--- config.mk ---
export PLATFORM = sky130hd
export DESIGN_NAME = cpu_decode_core
export DESIGN_NICKNAME = d
export VERILOG_FILES = /design/src/hw/cpu_types_pkg.sv /design/src/hw/control_unit.sv /design/src/hw/register_file.sv /design/src/hw/fetch_stage.sv /design/src/hw/decode_stage.sv /design/src/hw/hazard_unit.sv /design/src/hw/cpu_decode_core.sv
export SDC_FILE = /design/constraint.sdc
export NUM_CORES = 2
export LEC_CHECK = 0
export BUFFER_PORTS_ARGS = -buffer_cell sky130_fd_sc_hd__buf_4
export CORE_MARGIN = 2
export CORE_UTILIZATION = 30
export DETAILED_ROUTE_END_ITERATION = 8
export HOLD_SLACK_MARGIN = 0.15
export PLACE_DENSITY = 0.5
export SYNTH_ARGS = -nofsm -noshare
export SYNTH_HDL_FRONTEND = slang
export SYNTH_HIERARCHICAL = 1
export SYNTH_SLANG_ARGS = --single-unit
--- constraint.sdc ---
create_clock -name CLK -period 5.2 [get_ports CLK]
set_input_delay 1.04 -clock CLK [delete_from_list [all_inputs] [get_ports CLK]]
set_output_delay 1.04 -clock CLK [all_outputs]
set_load 0.01 [all_outputs]
--- src/hw/cpu_types_pkg.sv ---
// shared word, field, encoding and latch types for the fetch and decode front end
package cpu_types_pkg;

	// basic widths fixed by the instruction set
	typedef logic [31:0] word_t;
	typedef logic [4:0]  regbits_t;

	// primary opcode field, bits 31:26
	typedef enum logic [5:0] {
		RTYPE = 6'b000000,
		J     = 6'b000010,
		JAL   = 6'b000011,
		BEQ   = 6'b000100,
		BNE   = 6'b000101,
		ADDIU = 6'b001001,
		ANDI  = 6'b001100,
		ORI   = 6'b001101,
		LUI   = 6'b001111,
		LW    = 6'b100011,
		SW    = 6'b101011,
		HALT  = 6'b111111
	} opcode_t;

	// r-type function field, bits 5:0
	typedef enum logic [5:0] {
		JR   = 6'b001000,
		ADDU = 6'b100001,
		SUBU = 6'b100011,
		AND  = 6'b100100,
		OR   = 6'b100101,
		SLT  = 6'b101010
	} funct_t;

	// alu operation handed to execute
	typedef enum logic [3:0] {
		ALU_ADD = 4'd0,
		ALU_SUB = 4'd1,
		ALU_AND = 4'd2,
		ALU_OR  = 4'd3,
		ALU_SLT = 4'd4,
		ALU_LUI = 4'd5
	} aluop_t;

	// immediate extension, zero is the all-clear value
	typedef enum logic [1:0] {
		EXT_ZERO  = 2'd0,
		EXT_SIGN  = 2'd1,
		EXT_UPPER = 2'd2
	} extop_t;

	// kind of unconditional control transfer
	typedef enum logic [1:0] {
		JSEL_NONE = 2'd0,
		JSEL_IMM  = 2'd1,
		JSEL_REG  = 2'd2
	} jumpsel_t;

	// fetch latch, instruction plus pc+4
	typedef struct packed {
		word_t imemload;
		word_t npc;
	} fetch_t;

	// decode latch, one word for the next stage
	typedef struct packed {
		regbits_t rt;
		regbits_t rw;
		aluop_t   aluctr;
		logic     alusrc;
		logic     dren;
		logic     dwen;
		logic     beq;
		logic     bne;
		jumpsel_t jumpsel;
		word_t    jumpaddr;
		logic     regwen;
		logic     memtoreg;
		logic     halt;
		word_t    npc;
		word_t    port_a;
		word_t    port_b;
		word_t    imm_ext;
	} decode_t;

endpackage

--- src/hw/control_unit.sv ---
// combinational main decoder, opcode and function in, datapath controls out
module control_unit (
	input  cpu_types_pkg::opcode_t  opcode,
	input  cpu_types_pkg::funct_t   func,
	output cpu_types_pkg::aluop_t   aluctr,
	output logic                    alusrc,
	output logic                    regdst,
	output logic                    regwen,
	output logic                    memtoreg,
	output logic                    dren,
	output logic                    dwen,
	output logic                    beq,
	output logic                    bne,
	output logic                    jal,
	output logic                    halt,
	output cpu_types_pkg::extop_t   extop,
	output cpu_types_pkg::jumpsel_t jumpsel
);
	import cpu_types_pkg::*;

	always_comb begin
		// everything off unless an encoding below claims it
		aluctr   = ALU_ADD;
		alusrc   = 1'b0;
		regdst   = 1'b0;
		regwen   = 1'b0;
		memtoreg = 1'b0;
		dren     = 1'b0;
		dwen     = 1'b0;
		beq      = 1'b0;
		bne      = 1'b0;
		jal      = 1'b0;
		halt     = 1'b0;
		extop    = EXT_ZERO;
		jumpsel  = JSEL_NONE;
		case (opcode)
			RTYPE: begin
				// rd destination for the arithmetic group
				case (func)
					ADDU: begin
						regdst = 1'b1;
						regwen = 1'b1;
						aluctr = ALU_ADD;
					end
					SUBU: begin
						regdst = 1'b1;
						regwen = 1'b1;
						aluctr = ALU_SUB;
					end
					AND: begin
						regdst = 1'b1;
						regwen = 1'b1;
						aluctr = ALU_AND;
					end
					OR: begin
						regdst = 1'b1;
						regwen = 1'b1;
						aluctr = ALU_OR;
					end
					SLT: begin
						regdst = 1'b1;
						regwen = 1'b1;
						aluctr = ALU_SLT;
					end
					// jump through rs, nothing written back
					JR: jumpsel = JSEL_REG;
					default: ;
				endcase
			end
			ADDIU: begin
				alusrc = 1'b1;
				regwen = 1'b1;
				extop  = EXT_SIGN;
			end
			ANDI: begin
				alusrc = 1'b1;
				regwen = 1'b1;
				aluctr = ALU_AND;
			end
			ORI: begin
				alusrc = 1'b1;
				regwen = 1'b1;
				aluctr = ALU_OR;
			end
			LUI: begin
				alusrc = 1'b1;
				regwen = 1'b1;
				aluctr = ALU_LUI;
				extop  = EXT_UPPER;
			end
			LW: begin
				// address is base plus signed offset
				alusrc   = 1'b1;
				regwen   = 1'b1;
				memtoreg = 1'b1;
				dren     = 1'b1;
				extop    = EXT_SIGN;
			end
			SW: begin
				alusrc = 1'b1;
				dwen   = 1'b1;
				extop  = EXT_SIGN;
			end
			// branch offsets are signed word counts
			BEQ: begin
				beq    = 1'b1;
				aluctr = ALU_SUB;
				extop  = EXT_SIGN;
			end
			BNE: begin
				bne    = 1'b1;
				aluctr = ALU_SUB;
				extop  = EXT_SIGN;
			end
			J: jumpsel = JSEL_IMM;
			JAL: begin
				// link lands in r31
				jumpsel = JSEL_IMM;
				jal     = 1'b1;
				regwen  = 1'b1;
			end
			HALT: halt = 1'b1;
			default: ;
		endcase
	end

endmodule

--- src/hw/register_file.sv ---
// 32 x 32 register file, two combinational reads, one clocked write, r0 fixed at zero
module register_file (
	input  logic                   CLK,
	input  logic                   nRST,
	input  logic                   wen,
	input  cpu_types_pkg::regbits_t wsel,
	input  cpu_types_pkg::regbits_t rsel1,
	input  cpu_types_pkg::regbits_t rsel2,
	input  cpu_types_pkg::word_t   wdat,
	output cpu_types_pkg::word_t   rdat1,
	output cpu_types_pkg::word_t   rdat2
);
	import cpu_types_pkg::*;

	word_t regs [32];

	// entry 0 is cleared by reset and never written after
	always_ff @(posedge CLK, negedge nRST) begin
		if (!nRST) begin
			for (int i = 0; i < 32; i++) begin
				regs[i] <= '0;
			end
		end else if (wen && (wsel != '0)) begin
			regs[wsel] <= wdat;
		end
	end

	// no bypass, new value visible the cycle after the write
	assign rdat1 = regs[rsel1];
	assign rdat2 = regs[rsel2];

endmodule

--- src/hw/fetch_stage.sv ---
// program counter and fetch latch, drives the instruction memory address
module fetch_stage (
	input  logic                  CLK,
	input  logic                  nRST,
	input  logic                  ihit,
	input  logic                  freeze,
	input  logic                  redirect,
	input  logic                  flush,
	input  cpu_types_pkg::word_t  target,
	input  cpu_types_pkg::word_t  imemload,
	output cpu_types_pkg::word_t  imem_addr,
	output cpu_types_pkg::fetch_t fetch_p
);
	import cpu_types_pkg::*;

	word_t pc;
	word_t pc_plus4;
	word_t pc_next;
	logic  advance;

	// move only when memory answered and nothing downstream holds
	assign advance  = ihit && !freeze;
	assign pc_plus4 = pc + 32'd4;
	assign pc_next  = redirect ? target : pc_plus4;

	assign imem_addr = pc;

	always_ff @(posedge CLK, negedge nRST) begin
		if (!nRST) begin
			pc <= '0;
		end else if (advance) begin
			pc <= pc_next;
		end
	end

	// taken redirect squashes the sequential fetch into a no-op
	always_ff @(posedge CLK, negedge nRST) begin
		if (!nRST) begin
			fetch_p <= '0;
		end else if (advance) begin
			if (flush) begin
				fetch_p <= '0;
			end else begin
				fetch_p.imemload <= imemload;
				fetch_p.npc      <= pc_plus4;
			end
		end
	end

endmodule

--- src/hw/decode_stage.sv ---
// decode stage, splits the fetched word, reads registers and fills the decode latch
module decode_stage (
	input  logic                    CLK,
	input  logic                    nRST,
	input  logic                    ihit,
	input  logic                    freeze,
	input  logic                    flush_d,
	input  cpu_types_pkg::fetch_t   fetch_p,
	input  logic                    wb_wen,
	input  cpu_types_pkg::regbits_t wb_sel,
	input  cpu_types_pkg::word_t    wb_dat,
	output cpu_types_pkg::decode_t  decode_p,
	output logic                    beq,
	output logic                    bne,
	output logic                    equal,
	output cpu_types_pkg::jumpsel_t jumpsel,
	output cpu_types_pkg::word_t    npc,
	output cpu_types_pkg::word_t    imm_ext,
	output cpu_types_pkg::word_t    jumpaddr,
	output cpu_types_pkg::word_t    port_a
);
	import cpu_types_pkg::*;

	word_t       instr;
	opcode_t     op;
	regbits_t    rs;
	regbits_t    rt;
	regbits_t    rd;
	logic [15:0] imm;
	funct_t      func;

	aluop_t   aluctr;
	logic     alusrc;
	logic     regdst;
	logic     regwen;
	logic     memtoreg;
	logic     dren;
	logic     dwen;
	logic     jal;
	logic     halt;
	extop_t   extop;
	word_t    rdat1;
	word_t    rdat2;
	regbits_t rw;
	decode_t  decode_n;

	// instruction fields
	assign instr = fetch_p.imemload;
	assign op    = opcode_t'(instr[31:26]);
	assign rs    = instr[25:21];
	assign rt    = instr[20:16];
	assign rd    = instr[15:11];
	assign imm   = instr[15:0];
	assign func  = funct_t'(instr[5:0]);

	control_unit cu (
		.opcode(op), .func(func), .aluctr(aluctr), .alusrc(alusrc),
		.regdst(regdst), .regwen(regwen), .memtoreg(memtoreg),
		.dren(dren), .dwen(dwen), .beq(beq), .bne(bne), .jal(jal),
		.halt(halt), .extop(extop), .jumpsel(jumpsel)
	);

	// writeback port comes straight from outside
	register_file rf (
		.CLK(CLK), .nRST(nRST), .wen(wb_wen), .wsel(wb_sel),
		.rsel1(rs), .rsel2(rt), .wdat(wb_dat),
		.rdat1(rdat1), .rdat2(rdat2)
	);

	always_comb begin
		case (extop)
			EXT_SIGN:  imm_ext = {{16{imm[15]}}, imm};
			EXT_UPPER: imm_ext = {imm, 16'h0000};
			default:   imm_ext = {16'h0000, imm};
		endcase
	end

	// link register wins over rd
	assign rw = jal ? 5'd31 : (regdst ? rd : rt);

	// values the hazard unit resolves in this stage
	assign npc      = fetch_p.npc;
	assign jumpaddr = {fetch_p.npc[31:28], instr[25:0], 2'b00};
	assign port_a   = rdat1;
	assign equal    = (rdat1 == rdat2);

	always_comb begin
		decode_n.rt       = rt;
		decode_n.rw       = rw;
		decode_n.aluctr   = aluctr;
		decode_n.alusrc   = alusrc;
		decode_n.dren     = dren;
		decode_n.dwen     = dwen;
		decode_n.beq      = beq;
		decode_n.bne      = bne;
		decode_n.jumpsel  = jumpsel;
		decode_n.jumpaddr = jumpaddr;
		decode_n.regwen   = regwen;
		decode_n.memtoreg = memtoreg;
		decode_n.halt     = halt;
		decode_n.npc      = npc;
		decode_n.port_a   = rdat1;
		decode_n.port_b   = rdat2;
		decode_n.imm_ext  = imm_ext;
	end

	// flush wins, then hold on freeze or missing ihit
	always_ff @(posedge CLK, negedge nRST) begin
		if (!nRST) begin
			decode_p <= '0;
		end else if (flush_d) begin
			decode_p <= '0;
		end else if (ihit && !freeze) begin
			decode_p <= decode_n;
		end
	end

endmodule

--- src/hw/hazard_unit.sv ---
// control-flow resolver in decode, picks the redirect target and squashes fetch
module hazard_unit (
	input  logic                    ihit,
	input  logic                    freeze,
	input  logic                    beq,
	input  logic                    bne,
	input  logic                    equal,
	input  cpu_types_pkg::jumpsel_t jumpsel,
	input  cpu_types_pkg::word_t    npc,
	input  cpu_types_pkg::word_t    imm_ext,
	input  cpu_types_pkg::word_t    jumpaddr,
	input  cpu_types_pkg::word_t    port_a,
	output logic                    redirect,
	output logic                    flush,
	output cpu_types_pkg::word_t    target
);
	import cpu_types_pkg::*;

	logic taken;

	assign taken = (beq && equal) || (bne && !equal) || (jumpsel != JSEL_NONE);

	always_comb begin
		case (jumpsel)
			JSEL_IMM: target = jumpaddr;
			JSEL_REG: target = port_a;
			// branch offset counts words from pc+4
			default:  target = npc + {imm_ext[29:0], 2'b00};
		endcase
	end

	// only acts on an edge where the pipe actually moves
	assign redirect = taken && ihit && !freeze;
	assign flush    = redirect;

endmodule

--- src/hw/cpu_decode_core.sv ---
// front-end top level, fetch, decode and branch resolution wired to memory and writeback ports
module cpu_decode_core (
	input  logic                    CLK,
	input  logic                    nRST,
	output cpu_types_pkg::word_t    imem_addr,
	input  cpu_types_pkg::word_t    imemload,
	input  logic                    ihit,
	input  logic                    freeze,
	input  logic                    wb_wen,
	input  cpu_types_pkg::regbits_t wb_sel,
	input  cpu_types_pkg::word_t    wb_dat,
	output cpu_types_pkg::decode_t  decode_p
);
	import cpu_types_pkg::*;

	fetch_t   fetch_p;
	logic     redirect;
	logic     flush;
	word_t    target;
	logic     beq;
	logic     bne;
	logic     equal;
	jumpsel_t jumpsel;
	word_t    npc;
	word_t    imm_ext;
	word_t    jumpaddr;
	word_t    port_a;

	fetch_stage fetch (
		.CLK(CLK), .nRST(nRST), .ihit(ihit), .freeze(freeze),
		.redirect(redirect), .flush(flush), .target(target),
		.imemload(imemload), .imem_addr(imem_addr), .fetch_p(fetch_p)
	);

	// no execute stage yet, so nothing flushes the decode latch
	decode_stage decode (
		.CLK(CLK), .nRST(nRST), .ihit(ihit), .freeze(freeze),
		.flush_d(1'b0), .fetch_p(fetch_p),
		.wb_wen(wb_wen), .wb_sel(wb_sel), .wb_dat(wb_dat),
		.decode_p(decode_p),
		.beq(beq), .bne(bne), .equal(equal), .jumpsel(jumpsel),
		.npc(npc), .imm_ext(imm_ext), .jumpaddr(jumpaddr), .port_a(port_a)
	);

	hazard_unit hazard (
		.ihit(ihit), .freeze(freeze),
		.beq(beq), .bne(bne), .equal(equal), .jumpsel(jumpsel),
		.npc(npc), .imm_ext(imm_ext), .jumpaddr(jumpaddr), .port_a(port_a),
		.redirect(redirect), .flush(flush), .target(target)
	);

endmodule

# Word level (Yosys, flattened, before mapping)
# Cells that the tools add are included.
# totals
out_inout_bits	216
elab_cells	132
ff_bits	1301
in_bits	74
# classes
n_bitwise	3
n_addsub	2
n_eq_ne	22
mux	30
magnitude_cmp	4
reduce_logical	20
# ops
cell	n
$bwmux 1024	1
$bmux 32 s5	2
$mux 32	6
$demux 32 s5	1
$pmux 32 s2	2
$mux 64	1
$eq 6x6->1 const B	8
$add 32x3->32 const B	1
$add 32x32->32	1
$eq 32x32->1	1
$eq 6x4->1 const B	5
$ge 6x6->1 const B	3
$not 5->6	3
$pmux 3 s5	1
$eq 6x2->1 const B	2
$eq 6x3->1 const B	2
$pmux 3 s4	1
$reduce_or 6->1	2
$mux 5	2
$reduce_or 5->1	2
$mux 1	9
$pmux 2 s2	2
$logic_and 1x1->1	7
$logic_not 6->1	1
10 further kinds	15

# Logic depth before layout (Yosys ltp)
# depth
ltp_word	12
depth_mapped	24

# Modules after synthesis
# Netlist, hierarchy kept.
# by_module_without_submodules
module	area_each_um2	cells_each	instances	seq_area_each_um2
register_file	55942.4	4601	1	25624.6
decode_stage	7450.9	583	1	4329.2
fetch_stage	5263.8	574	1	2402.3
hazard_unit	2132.0	299	1	0.0
control_unit	391.6	62	1	0.0
cpu_decode_core	3.8	1	1	0.0

# Worst setup path before layout
# Ideal clock, no wire load.
# synth_path
path_type	register -> register
from	register, netlist name fetch/fetch_p[63]
to	register fetch.pc[28], in the netlist fetch/imem_addr[28]
slack_ps	776
stages_incl_launch_ff	24
t_arrival_ps	4356
period_less_slack_ps	4424
required_ps	5131
path_buffers	2
setup_ps	69
cell_sequence	dfrtp_1 > nand2b_1 > o21ai_0 > a32oi_1 > nor2_1 > inv_1 > ha_1 > buf_6 > nor2_4 > clkbuf_1 > nor2b_1 > ha_1 > fa_1 > a21o_2 > nand4_2 > a21boi_2 > o2111ai_2 > a2111oi_4 > or2_1 > or4b_1 > nand4_1 > and3_1 > a21oi_1 > nand3_1
# synth_between
elab_chain_len	8
word_cells_on_any_way	30
classes_between	add/sub (1); eq/ne (12); mux (7); reduce/logical (10)
# synth_rtl
item	line	text
$eq 6x3->1, or another cell as far along	control_unit.sv:36	case (opcode)
$reduce_or 5->1 (no source line)	n/a	
$pmux 2 s2 (*)	control_unit.sv:36	
named net decode.extop[0]	decode_stage.sv:41	extop_t extop;
$eq 2x2->1 or $eq 2x1->1 (tied branches)	decode_stage.sv:71	case (extop)
$pmux 32 s2 (*)	decode_stage.sv:71	
named net imm_ext[0]	cpu_decode_core.sv:25	word_t imm_ext;
$add 32x32->32 (*)	hazard_unit.sv:28	default: target = npc + {imm_ext[29:0], 2'b00};
$pmux 32 s2 (*)	hazard_unit.sv:24	case (jumpsel)
named net target[28]	cpu_decode_core.sv:19	word_t target;
$mux 32 (*)	fetch_stage.sv:24	assign pc_next = redirect ? target : pc_plus4;
to (signal assigned)	fetch_stage.sv:32	pc <= pc_next;
to (decl)	fetch_stage.sv:16	word_t pc;
# The timed path passes the listed nets; every way through them passes the cells marked *.
# A chain may end at the register's enable or synchronous reset.

# Final worst setup path
# layout_path
from	register, netlist name fetch/fetch_p[55]
to	register fetch.pc[20], in the netlist fetch/imem_addr[20]
# layout_between
elab_chain_len	12
word_cells_on_any_way	14
classes_between	eq/ne (1); mux (5); bitwise (1); reduce/logical (7)
# layout_rtl
item	line	text
$not 5->6 (implied by the code) (*)	register_file.sv:29	assign rdat1 = regs[rsel1];
$bmux 32 s5 (*)	register_file.sv:29	
$mux 32 (implied by the code) (*) (2 in series)	register_file.sv:29	
named net port_a[11]	cpu_decode_core.sv:27	word_t port_a;
$eq 32x32->1 (*)	decode_stage.sv:85	assign equal = (rdat1 == rdat2);
named net equal	cpu_decode_core.sv:22	logic equal;
$logic_not 1->1	hazard_unit.sv:21	assign taken = (beq && equal) || (bne && !equal) || (jumpsel != JSEL_NONE);
$logic_and 1x1->1	hazard_unit.sv:21	
$logic_or 1x1->1 (*) (2 in series)	hazard_unit.sv:21	
$logic_and 1x1->1 (*) (2 in series)	hazard_unit.sv:33	assign redirect = taken && ihit && !freeze;
named net flush	cpu_decode_core.sv:18	logic flush;
$mux 32 (*)	fetch_stage.sv:24	
# The timed path passes the listed nets; every way through them passes the cells marked *. The select of a mux whose other input is x is not followed.

==> out/results.tsv <==
stage	metric	value	unit
run_status	status	finished, final reports clean	
cells_and_area	nNetsFinal	6361	
setup_path	worstPathArrival	5.77	ns
sta	fin_crit_sh	97.65	%
sta	fmax	196.9	MHz
die	die_y	491.1	um
sta	post-route-min-period	5.078	ns
routing	post_drt_wl_per_cell	29.28	um
setup_path	cp.required	5.89	ns
pwr	irDropWorstVdd	0.0002943	V
pwr	power	33.52	mW
place	postPlaceCellArea	77200	um2
cells_and_area	final_cell_area	82650	um2
cts	cts.sinks	1293	
setup_path	endpoint_kind	flip-flop	
pwr	leakage	37.12	nW
place	numPortBuffers	287	
cts	cts.reportedPaths.clkPinSlew	0.07	ns
yosys	syn_inst	6120	
cells_and_area	layout-drive-gt1-share	30.62	%
yosys	synth_cell_types	92	
routing	wl_met1	121400	um
cts	cts_root_buf	clkbuf_16	
place	dp_slack	-0.4103	ns
yosys	yosys-top-cells-count	dfrtp_1, mux2i_1, mux2_2, nand2_1, a22o_1	
routing	drt_iter0_drc	4795	
die	core_area	235600	um2
yosys	synthTopCellsByArea	dfrtp_1, mux2_2, mux2i_1	
die	rows	178	
cts	cts.path.max_buffers	3	
sta	finalSetupViolations	0	
routing	routed_via_density	5.533	
cells_and_area	fillers	23424	
sta	relSlewSlack	18.27	%
cts	insertion_delay	0.83	ns
setup_path	critPathKind	reg2reg	
routing	vias	52712	
yosys	seq_area_frac_synth	45.45	%
yosys	synth_most_common_cell	dfrtp_1	
sta	skew	0.03473	ns
routing	route.met3.wl	15160	um
routing	drt-total-wl	279000	um
cells_and_area	post_layout_nonfiller_instances	9527	
yosys	ys_ff_latch	1293	
cells_and_area	multi_input_area	35220	um2
grt	grt_usage	22.32	%
sta	slew_viol_final	0	
die	die_w	491.1	um
yosys	synth_top_area_share	45.45	%
cts	cts_htree_levels	4	
setup_path	critPathMaxFanout	21	
die	start_util	30.21	%
routing	drtPass1Iterations	7	
yosys	syn_area	71180	um2
yosys	synthFlopType	dfrtp_1	
routing	drc	0	
yosys	postSynthAreaPerCell	11.63	um2
job	drv_cap	0	
cells_and_area	seq_area	32370	um2
sta	worstMarginPinSlew	1.226	ns
routing	met2_length	131000	um
yosys	yosys_warnings	6	
die	dieArea	241200	um2
sta	setup_slack	0.1224	ns
place	place.gp.congestion	0.8664	
yosys	synth_edf_count	0	
cells_and_area	areaGrowthSynthToFinish	16.10	%
routing	drtAntennaViolNets	0	
grt	grt_pass1_wl	396100	um
yosys	async_reset_ff_share	100.0	%
pwr	p_per_area	405.5	nW/um2
grt	globalRoute.totalOverflow	0	
min_path	hold_path.class	reg2reg	
routing	highest_layer	met5	
yosys	synth.largest_area_cell	dfrtp_1	
cts	cts_tree	yes	
sta	hold_viol_final	0	
place	dp.cells	9234	
setup_path	critPathLaunchType	flip-flop	
grt	grt_pass1_vias	52649	
place	dpl.hpwl	180700	um
grt	grt_antenna_before_repair	25	
die	io_pins	290	
grt	grt_max_degree	154	
cts	cts_buffers	149	
routing by layer:
metal  global-route usage, %  vias up
met2                   36.27     1631
li1                        -    22842
met3                   3.555      410
met5                       0        -
met4                   8.646        2
met1                   29.69    27827
per-stage QoR:
stage               hold WS, ns  TNS (ns)  util, %
finish                   0.4000         0    35.07
detailed placement       0.3880    -16.82    32.76
floorplan                0.4400         0        -
global route             0.4104  -0.02316    35.07
global placement         0.3840    -17.46    32.76
CTS                      0.4013         0    34.92
critical path: stages, from the launching register on:
cell,delay [ns]
dfrtp_1,0.49
buf_4,0.24
nor2b_4,0.18
buf_12,0.22
buf_4,0.25
a22o_1,0.14
nor3_1,0.06
a31oi_1,0.24
nand3_1,0.38
xor2_1,0.31
nor4_2,0.30
buf_4,0.22
nand4_1,0.11
nor2_2,0.23
buf_4,0.16
mux2i_2,0.25
a21oi_4,0.16
or4b_2,0.69
nor3_1,0.18
nor3_1,0.08
registers in the layout, indices dropped and copies added, names as in the netlist:
signal,cells
decode/decode_p,173
decode/rf/regs,1024
fetch/fetch_p,64
fetch/imem_addr,32
placed cells by master, fill, tap and decap left out, types with 20 or more instances in the layout:
cell type / netlist / final
nor3_1: 102 / 102
mux2i_1: 1028 / 1026
dfrtp_1: 1293 / 1289
o21ai_0: 45 / 45
buf_12: 0 / 67
nor2b_1: 30 / 25
buf_4: 146 / 553
nor2_4: 18 / 20
nand4_1: 20 / 20
a22o_1: 313 / 313
xor2_1: 43 / 43
clkbuf_16: 0 / 158
clkbuf_8: 0 / 37
a21oi_1: 276 / 275
inv_1: 28 / 28
xnor2_1: 24 / 24
and3_1: 21 / 21
a22oi_1: 206 / 206
nand3b_1: 42 / 42
mux2_1: 39 / 39
ha_1: 35 / 35
nor2_1: 53 / 49
clkbuf_1: 272 / 32
a221oi_1: 22 / 22
mux2_2: 955 / 955
nand3_1: 232 / 228
a31oi_1: 79 / 78
nand2_1: 337 / 320
clkinv_2: 0 / 24
path summary, 6_finish.rpt:
check                                     startpoint                   end  slack [ns]  depth (start not counted)
worst max-delay path               fetch/fetch_p[55]   fetch/imem_addr[20]        0.12                         19
worst min-delay path            decode/rf/regs[1023]  decode/rf/regs[1023]        0.40                          0
worst max register to register     fetch/fetch_p[55]   fetch/imem_addr[20]        0.12                         19
worst min register to register  decode/rf/regs[1023]  decode/rf/regs[1023]        0.40                          0
max in group asynchronous                       nRST     fetch/fetch_p[48]        2.98                          4
min in group asynchronous                       nRST   decode/rf/regs[491]        0.76                          2
cells by family (layout without fill, tap and decap cells):
| kind of cell | after synthesis | count (layout) | share of synthesized area [%] |
|---|---|---|---|
| adders and majority gates | 36 | 36 | 0.6433 |
| other | 3 | 17 | 0.01582 |
| buffers and inverters | 696 | 939 | 5.431 |
| DFF | 1293 | 1293 | 45.45 |
| AOI/OAI and AO/OA | 1051 | 1051 | 10.60 |
| and+or+nand+nor | 952 | 952 | 6.857 |
| muxes | 2022 | 2022 | 30.18 |
| xor gates and xnor gates | 67 | 67 | 0.8244 |
layout make-up:
type | instances | share of cell area (%)
Inverter | 28 | 0.1272
Clock buffer | 221 | 5.364
Multi-Input combinational cell | 4136 | 42.62
Sequential cell | 1293 | 39.16
Tap cell | 3150 | 4.769
Antenna cell | 9 | 0.02725
Clock inverter | 47 | 0.6691
Timing Repair Buffer | 643 | 7.265
where the power goes:
| group | switching (mW) | internal [mW] |
|---|---|---|
| Clock | 4.50 | 6.35 |
| Combinational | 5.16 | 4.16 |
| Sequential | 1.55 | 11.8 |
repair_timing:
item / CTS / global route
endpoints found under the hold margin: 22 / 0
setup buffers: 0 / 8
gates resized for setup: 11 / 24
cloned: 1 / 6
setup endpoints to repair: 84 / 74
hold buffers: 1 / 0
pin swaps: 0 / 4
No activity file was read; power rests on OpenSTA's default activity.
